--- config.mk ---
export PLATFORM = sky130hd
export DESIGN_NAME = chdr_clean_top
export DESIGN_NICKNAME = d
export VERILOG_FILES = /design/src/source/chdr_pkg.sv /design/src/source/chdr_axis_slice.sv /design/src/source/chdr_clean_top.sv /design/src/source/chdr_trim_payload.sv /design/src/source/chdr_type_filter.sv
export SDC_FILE = /design/constraint.sdc
export NUM_CORES = 1
export LEC_CHECK = 0
export BUFFER_PORTS_ARGS = -buffer_cell sky130_fd_sc_hd__buf_2
export CORE_ASPECT_RATIO = 0.75
export CORE_MARGIN = 5
export CORE_UTILIZATION = 56
export CTS_BUF_LIST = sky130_fd_sc_hd__clkbuf_2
export CTS_CLUSTER_SIZE = 10
export DETAILED_ROUTE_END_ITERATION = 8
export PLACE_DENSITY = 0.86
export RECOVER_POWER = 100
export REMOVE_ABC_BUFFERS = 1
export SYNTH_ARGS = -nofsm -noshare
export SYNTH_HDL_FRONTEND = slang
export SYNTH_SLANG_ARGS = --single-unit
--- constraint.sdc ---
create_clock -name clk -period 10.6 [get_ports clk]
set_input_delay 0.53 -clock clk [delete_from_list [all_inputs] [get_ports clk]]
set_output_delay 0.53 -clock clk [all_outputs]
set_load 0.02 [all_outputs]
--- src/source/chdr_pkg.sv ---
/* CHDR bus widths, header field positions, packet type and state enums,
   and the header line-count function */

`default_nettype none

package chdr_pkg;

  // Bus widths
  localparam int chdr_w          = 64;
  localparam int user_w          = 16;
  localparam int line_bytes      = 8;
  localparam int log2_line_bytes = 3;

  // Header field positions, length is total bytes including the header
  localparam int len_lsb  = 16;
  localparam int len_msb  = 31;
  localparam int type_lsb = 53;
  localparam int type_msb = 55;

  typedef enum logic [2:0] {
    pkt_mgmt       = 3'd0,
    pkt_strs       = 3'd1,
    pkt_strc       = 3'd2,
    pkt_rsvd3      = 3'd3,
    pkt_ctrl       = 3'd4,
    pkt_rsvd5      = 3'd5,
    pkt_data_no_ts = 3'd6,
    pkt_data_ts    = 3'd7
  } chdr_pkt_type_e;

  typedef enum logic [1:0] {
    st_header = 2'd0,
    st_body   = 2'd1,
    st_dump   = 2'd2
  } trim_state_e;

  typedef enum logic [1:0] {
    st_first = 2'd0,
    st_pass  = 2'd1,
    st_drop  = 2'd2
  } filter_state_e;

  // Number of bus lines the header length covers, rounded up
  function automatic logic [15:0] chdr_lines_in_pkt(input logic [chdr_w-1:0] hdr);
    logic [16:0] len_ext;
    len_ext = {1'b0, hdr[len_msb:len_lsb]} + 17'(line_bytes - 1);
    return 16'(len_ext >> log2_line_bytes);
  endfunction

endpackage

`default_nettype wire

--- src/source/chdr_axis_slice.sv ---
/* AXI-Stream register slice with skid buffer and registered tready */

`timescale 1ns/1ps
`default_nettype none

module chdr_axis_slice (
  input  logic                        clk,
  input  logic                        rst,
  input  logic [chdr_pkg::chdr_w-1:0] s_tdata,
  input  logic [chdr_pkg::user_w-1:0] s_tuser,
  input  logic                        s_tlast,
  input  logic                        s_tvalid,
  output logic                        s_tready,
  output logic [chdr_pkg::chdr_w-1:0] m_tdata,
  output logic [chdr_pkg::user_w-1:0] m_tuser,
  output logic                        m_tlast,
  output logic                        m_tvalid,
  input  logic                        m_tready
);

  import chdr_pkg::*;

  logic [chdr_w-1:0] skid_tdata;
  logic [user_w-1:0] skid_tuser;
  logic              skid_tlast;
  logic              skid_valid;
  logic              s_fire;
  logic              load_out;

  assign s_fire   = s_tvalid & s_tready;
  // Output register may take a new beat when empty or being drained
  assign load_out = m_tready | ~m_tvalid;

  always_ff @(posedge clk) begin
    if (rst) begin
      m_tvalid   <= 1'b0;
      skid_valid <= 1'b0;
      s_tready   <= 1'b1;
    end else if (load_out) begin
      m_tvalid   <= skid_valid | s_fire;
      skid_valid <= 1'b0;
      s_tready   <= 1'b1;
    end else if (s_fire) begin
      // Output stalled, park the beat and close the input
      skid_valid <= 1'b1;
      s_tready   <= 1'b0;
    end
  end

  always_ff @(posedge clk) begin
    if (load_out) begin
      if (skid_valid) begin
        m_tdata <= skid_tdata;
        m_tuser <= skid_tuser;
        m_tlast <= skid_tlast;
      end else begin
        m_tdata <= s_tdata;
        m_tuser <= s_tuser;
        m_tlast <= s_tlast;
      end
    end else if (s_fire) begin
      skid_tdata <= s_tdata;
      skid_tuser <= s_tuser;
      skid_tlast <= s_tlast;
    end
  end

  // A stalled output beat must not change or vanish
  a_hold_stalled : assert property (
    @(posedge clk) disable iff (rst)
    (m_tvalid && !m_tready) |=>
      (m_tvalid && $stable(m_tdata) && $stable(m_tuser) && $stable(m_tlast))
  );

endmodule

`default_nettype wire

--- src/source/chdr_clean_top.sv ---
/* CHDR cleaning pipeline top: input slice, type filter, payload trim
   and output slice */

`timescale 1ns/1ps
`default_nettype none

module chdr_clean_top (
  input  logic                        clk,
  input  logic                        rst,
  input  logic [chdr_pkg::chdr_w-1:0] s_axis_tdata,
  input  logic [chdr_pkg::user_w-1:0] s_axis_tuser,
  input  logic                        s_axis_tlast,
  input  logic                        s_axis_tvalid,
  output logic                        s_axis_tready,
  output logic [chdr_pkg::chdr_w-1:0] m_axis_tdata,
  output logic [chdr_pkg::user_w-1:0] m_axis_tuser,
  output logic                        m_axis_tlast,
  output logic                        m_axis_tvalid,
  input  logic                        m_axis_tready
);

  import chdr_pkg::*;

  // Input slice to filter
  logic [chdr_w-1:0] in_tdata;
  logic [user_w-1:0] in_tuser;
  logic              in_tlast;
  logic              in_tvalid;
  logic              in_tready;

  // Filter to trim
  logic [chdr_w-1:0] flt_tdata;
  logic [user_w-1:0] flt_tuser;
  logic              flt_tlast;
  logic              flt_tvalid;
  logic              flt_tready;

  // Trim to output slice
  logic [chdr_w-1:0] trm_tdata;
  logic [user_w-1:0] trm_tuser;
  logic              trm_tlast;
  logic              trm_tvalid;
  logic              trm_tready;

  chdr_axis_slice i_in_slice (
    .clk      (clk),
    .rst      (rst),
    .s_tdata  (s_axis_tdata),
    .s_tuser  (s_axis_tuser),
    .s_tlast  (s_axis_tlast),
    .s_tvalid (s_axis_tvalid),
    .s_tready (s_axis_tready),
    .m_tdata  (in_tdata),
    .m_tuser  (in_tuser),
    .m_tlast  (in_tlast),
    .m_tvalid (in_tvalid),
    .m_tready (in_tready)
  );

  chdr_type_filter i_filter (
    .clk      (clk),
    .rst      (rst),
    .s_tdata  (in_tdata),
    .s_tuser  (in_tuser),
    .s_tlast  (in_tlast),
    .s_tvalid (in_tvalid),
    .s_tready (in_tready),
    .m_tdata  (flt_tdata),
    .m_tuser  (flt_tuser),
    .m_tlast  (flt_tlast),
    .m_tvalid (flt_tvalid),
    .m_tready (flt_tready)
  );

  chdr_trim_payload i_trim (
    .clk      (clk),
    .rst      (rst),
    .s_tdata  (flt_tdata),
    .s_tuser  (flt_tuser),
    .s_tlast  (flt_tlast),
    .s_tvalid (flt_tvalid),
    .s_tready (flt_tready),
    .m_tdata  (trm_tdata),
    .m_tuser  (trm_tuser),
    .m_tlast  (trm_tlast),
    .m_tvalid (trm_tvalid),
    .m_tready (trm_tready)
  );

  chdr_axis_slice i_out_slice (
    .clk      (clk),
    .rst      (rst),
    .s_tdata  (trm_tdata),
    .s_tuser  (trm_tuser),
    .s_tlast  (trm_tlast),
    .s_tvalid (trm_tvalid),
    .s_tready (trm_tready),
    .m_tdata  (m_axis_tdata),
    .m_tuser  (m_axis_tuser),
    .m_tlast  (m_axis_tlast),
    .m_tvalid (m_axis_tvalid),
    .m_tready (m_axis_tready)
  );

endmodule

`default_nettype wire

--- src/source/chdr_trim_payload.sv ---
/* Payload trimmer that cuts each CHDR packet to its header length,
   moves tlast to the true last line and discards trailing lines */

`timescale 1ns/1ps
`default_nettype none

module chdr_trim_payload (
  input  logic                        clk,
  input  logic                        rst,
  input  logic [chdr_pkg::chdr_w-1:0] s_tdata,
  input  logic [chdr_pkg::user_w-1:0] s_tuser,
  input  logic                        s_tlast,
  input  logic                        s_tvalid,
  output logic                        s_tready,
  output logic [chdr_pkg::chdr_w-1:0] m_tdata,
  output logic [chdr_pkg::user_w-1:0] m_tuser,
  output logic                        m_tlast,
  output logic                        m_tvalid,
  input  logic                        m_tready
);

  import chdr_pkg::*;

  trim_state_e state;
  logic [15:0] lines_left;
  logic [15:0] lines_in_pkt;
  logic        last_line;
  logic        s_fire;

  // Line count from the header is valid only in st_header
  assign lines_in_pkt = chdr_lines_in_pkt(s_tdata);
  assign last_line    = (lines_left == 16'd0);
  assign s_fire       = s_tvalid & s_tready;

  always_ff @(posedge clk) begin
    if (rst) begin
      state      <= st_header;
      lines_left <= 16'd0;
    end else if (s_fire) begin
      case (state)
        st_header: begin
          if (s_tlast) begin
            // Packet ended on its header line
            state <= st_header;
          end else if (lines_in_pkt == 16'd1) begin
            state <= st_dump;
          end else begin
            // Header and the final body line are not counted
            lines_left <= lines_in_pkt - 16'd2;
            state      <= st_body;
          end
        end
        st_body: begin
          if (s_tlast) begin
            state <= st_header;
          end else if (last_line) begin
            state <= st_dump;
          end else begin
            lines_left <= lines_left - 16'd1;
          end
        end
        st_dump: begin
          if (s_tlast) begin
            state <= st_header;
          end
        end
        default: begin
          state <= st_header;
        end
      endcase
    end
  end

  assign m_tdata  = s_tdata;
  assign m_tuser  = s_tuser;
  assign m_tlast  = s_tlast ||
                    ((state == st_header) && (lines_in_pkt == 16'd1)) ||
                    ((state == st_body) && last_line);
  assign m_tvalid = s_tvalid && (state != st_dump);
  // Surplus lines are consumed regardless of downstream
  assign s_tready = m_tready || (state == st_dump);

  // Nothing follows a forced tlast until the input packet ends
  a_no_valid_in_dump : assert property (
    @(posedge clk) disable iff (rst)
    (s_fire && m_tlast && !s_tlast) |=> ((state == st_dump) && !m_tvalid)
  );

endmodule

`default_nettype wire

--- src/source/chdr_type_filter.sv ---
/* Packet filter that discards whole CHDR packets with a reserved type
   or a zero length field */

`timescale 1ns/1ps
`default_nettype none

module chdr_type_filter (
  input  logic                        clk,
  input  logic                        rst,
  input  logic [chdr_pkg::chdr_w-1:0] s_tdata,
  input  logic [chdr_pkg::user_w-1:0] s_tuser,
  input  logic                        s_tlast,
  input  logic                        s_tvalid,
  output logic                        s_tready,
  output logic [chdr_pkg::chdr_w-1:0] m_tdata,
  output logic [chdr_pkg::user_w-1:0] m_tuser,
  output logic                        m_tlast,
  output logic                        m_tvalid,
  input  logic                        m_tready
);

  import chdr_pkg::*;

  filter_state_e  state;
  chdr_pkt_type_e pkt_type;
  logic [15:0]    pkt_len;
  logic           bad_hdr;
  logic           drop_now;
  logic           s_fire;

  // Header decode is only meaningful in st_first
  assign pkt_type = chdr_pkt_type_e'(s_tdata[type_msb:type_lsb]);
  assign pkt_len  = s_tdata[len_msb:len_lsb];
  assign bad_hdr  = (pkt_type == pkt_rsvd3) || (pkt_type == pkt_rsvd5) ||
                    (pkt_len == 16'd0);

  // Header line of a bad packet is swallowed as well
  assign drop_now = (state == st_drop) || ((state == st_first) && bad_hdr);
  assign s_fire   = s_tvalid & s_tready;

  always_ff @(posedge clk) begin
    if (rst) begin
      state <= st_first;
    end else if (s_fire) begin
      case (state)
        st_first: begin
          if (s_tlast) begin
            state <= st_first;
          end else if (bad_hdr) begin
            state <= st_drop;
          end else begin
            state <= st_pass;
          end
        end
        st_pass: begin
          if (s_tlast) begin
            state <= st_first;
          end
        end
        st_drop: begin
          if (s_tlast) begin
            state <= st_first;
          end
        end
        default: begin
          state <= st_first;
        end
      endcase
    end
  end

  assign m_tdata  = s_tdata;
  assign m_tuser  = s_tuser;
  assign m_tlast  = s_tlast;
  assign m_tvalid = s_tvalid & ~drop_now;
  assign s_tready = m_tready | drop_now;

  // A swallowed line that is not the last keeps the rest of its packet out
  a_no_valid_in_drop : assert property (
    @(posedge clk) disable iff (rst)
    (s_fire && !m_tvalid && !s_tlast) |=> ((state == st_drop) && !m_tvalid)
  );

endmodule

`default_nettype wire

==> results by group <==
Power
  • Part of the power in registers: between 60% and 70%
  • PwrDens: around 160 mW/mm^2
  • Clock power share: a little under a third
  • Comb power frac: between 7 and 8%
  • Switch share: between 20% and 30%
  • VDD IR max: between 90 and 100 uV
  • Switching power: about 0.00065 W
  • Cell-internal power: around 0.0019 W
  • Design Power: ~0.0026 W
  • Leak Pwr: ~5.5 nW

Worst setup path
  • Top cell family by delay on the critical path: simple AND/OR/NAND/NOR gates
  • Biggest cell delay along the critical path: around 2.3 ns
  • CP max-delay cell: nor2_1
  • Worst path cell trace: inv_1 -> ha_1 -> a311oi_1 -> o21a_1 -> nand2_1 -> nor2_1 -> buf_4
  • Worst R2R Start: i_filter.state[1]
  • Crit path kind: register to register
  • Crit-path max FO: 54
  • Buf+Inv Stages, Crit Path: 2
  • CP arrival: between 6 and 7 ns
  • Element type at the critical path end: register
  • Critical Path RT: between 10 and 15 ns
  • CP startpoint: i_filter.state[1]
  • CP startpoint kind: register

Timing
  • TNS Setup: 0 ns
  • Max-slew violations: 421
  • Final setup fails: 0
  • RSZ-0062 raised after global routing: no
  • Slew headroom: -236%
  • Hold Vio Cnt, Final: 0
  • WHS: roughly 0.16 ns
  • Slew @ Worst Pin: roughly 5.0 ns
  • Skew final: between 0.08 and 0.09 ns
  • Fin crit share: 61.5%
  • Tmin final: roughly 6.5 ns
  • Fmax: approximately 150 MHz

Run
  • Max_cap viols: 7

Logic synthesis
  • Sequential element share of the synthesized area: ~75%
  • Ys Warns: 0
  • Main synth FF type: edfxtp_1
  • Number of synthesized flops with an enable pin: around 320
  • Synth Register Bits: 350
  • Mean Syn Cell Area: 17.8 sq um
  • Cell Area, Synth: approximately 0.014 sq mm
  • Async S/R FF share, synth: 0%
  • Synth Instances: roughly 770
  • Count of different cell masters after synthesis: 56

Routing
  • Total number of vias: 8106
  • Via density per instance: between 5 and 6
  • Routed WL: ~30 mm
  • Drt pass-1 iters: 5
  • DRC: 0
  • First DRT Iteration DRCs: ~660
  • Final ANT Viol Nets: 0
  • Post-DR wirelength/cell: approximately 21 um

Die
  • Die footprint: roughly 0.028 sq mm
  • # IOs: about 170
  • Die H: around 150 um
  • Die width: ~190 um
  • Core ar.: 0.0240 sq mm
  • Initial Utilization: between 50 and 60%
  • Row cnt: between 40 and 50

Cells and area
  • Layout cells sized above 1: between 20% and 30%
  • Antenna fix cells: 0
  • Final net count: 1150
  • Synth-to-Final Area Change: 17.3%
  • Commonest non-fill, non-tap cell in the layout: edfxtp_1
  • Final Util: around 67%
  • Non-filler cells, final: approximately 1400
  • Most frequent cells in the layout: edfxtp_1, clkbuf_1, mux2_2

Place
  • Placer congestion estimate: 0.865
  • Dpl cells: 1229
  • PortBufs: about 170
  • HPWL after DPL: ~17 mm

CTS
  • Max clock buf depth: 3
  • Worst-Skew Late Latency: roughly 0.87 ns
  • Post-CTS Setup Inserts: 0
  • Post-CTS sizing: 0
  • H-tree Lvls: 3
  • Root Driver: clkbuf_2
  • Clock-pin slew on the worst setup and hold paths: 0.13 ns
  • Total clock sinks: 350
  • CTS tree: built
  • Num CTS Buffers: 80

GRT
  • Initial antenna violation count: 0
  • Largest net degree at the start of global routing: 85
  • GRT Util Overall: a little over a fifth
  • Grt ovf: 0
  • First-pass GRT wire length: between 40 and 50 mm
  • Number of global-route vias before repair: 8518

Status
  • Status: complete, but fails checks
  • Violated checks: max-capacitance violations, max-slew violations

Worst hold path
  • Hold WC Path Type: input pin to register
  • Worst min-delay path startpoint: rst
## final timing paths
kind                            slack, ns                    endpoint  depth (start not counted)
worst min-delay path                 0.16         i_in_slice.m_tvalid                          2
worst min register to register       0.43  i_out_slice.skid_tdata[48]                          0
worst max-delay path                 4.08   i_in_slice.skid_tdata[30]                          7
worst max register to register       4.08   i_in_slice.skid_tdata[30]                          7
## metal layers
metal	vias up	global-route usage (%)	wire length, um
met4	0	7.14	484
li1	3676	-	-
met1	3979	30.0	12700
met3	38	5.28	2540
met5	-	0	0
met2	413	34.7	14300
## synth_stat cells, types with 3 or more instances
library cell	number	share of area (%)
edfxtp_1	324	71
mux2_2	160	13
clkbuf_1	34	0.94
dfxtp_1	26	3.8
nand2_1	20	0.55
nor3_1	16	0.59
a21oi_1	14	0.51
inv_1	13	0.36
o21ai_0	12	0.44
nor4_1	11	0.50
or3_1	11	0.50
nand3_1	9	0.33
nor2_1	7	0.19
o31ai_1	7	0.39
o32ai_1	7	0.45
a32o_1	6	0.44
xnor2_1	6	0.39
a31oi_1	5	0.23
a41oi_1	5	0.32
nand2b_1	5	0.23
or4_1	5	0.28
a211oi_1	4	0.22
buf_2	4	0.15
mux2i_1	4	0.29
nand4_1	4	0.18
nor2b_1	4	0.18
a311oi_1	3	0.19
buf_6	3	0.25
ha_1	3	0.28
o211ai_1	3	0.17
o31a_1	3	0.19
## final cells by class
class | count | area, sq um
Clock inverter | 16 | 61.3
Clock buffer | 122 | 611
Sequential cell | 350 | 10300
Timing Repair Buffer | 255 | 1490
Fill cell | 1718 | 7970
Inverter | 13 | 48.8
Multi-Input combinational cell | 362 | 3130
Tap cell | 331 | 414
## per-stage QoR
stage / setup slack, ns / area, sq um
final: 4.08 / 16000
after global routing: 3.56 / 16000
after CTS: 6.31 / 16300
after detailed placement: 6.35 / 14800
after global placement: 6.57 / 14800
after floorplan: 1.62 / 13500
## registers in the layout (all words and copies together) (netlist names), 2 cells and up
| signal | count |
|---|---|
| i_out_slice.m_tuser | 16 |
| i_in_slice.skid_tdata | 64 |
| i_trim.lines_left | 16 |
| i_in_slice.skid_tuser | 16 |
| i_out_slice.skid_tuser | 16 |
| i_out_slice.m_tdata | 64 |
| i_in_slice.m_tuser | 16 |
| i_filter.state | 2 |
| i_in_slice.m_tdata | 64 |
| i_trim.state | 2 |
| i_out_slice.skid_tdata | 64 |
## power by group through the flow
stage | sequential, W | clock [W] | combinational [W]
after floorplan | 0.00163 | 0 | 0.0000757
after global placement | 0.00161 | 0 | 0.000171
after detailed placement | 0.00161 | 0 | 0.000174
after CTS | 0.00158 | 0.000834 | 0.000199
after global routing | 0.00159 | 0.000915 | 0.000206
final | 0.00158 | 0.000816 | 0.000191
## cells by family (layout without fill, tap and decap cells)
logic type,count (synthesis),in the layout,synth area share (%)
flip-flops,350,350,75.1
adder cells (fa/ha/maj),3,3,0.275
AO/OA/AOI/OAI,83,83,4.44
buffers and inverters,55,406,1.74
XOR/XNOR,7,7,0.449
AND/OR/NAND/NOR,105,105,4.46
multiplexers,164,164,13.5
## timing repair
item                       4_1_cts  5_1_grt
hold buffers                    82        0
hold endpoints to repair       165        0
setup endpoints to repair        0        0
(Power assumes the default switching activity.)
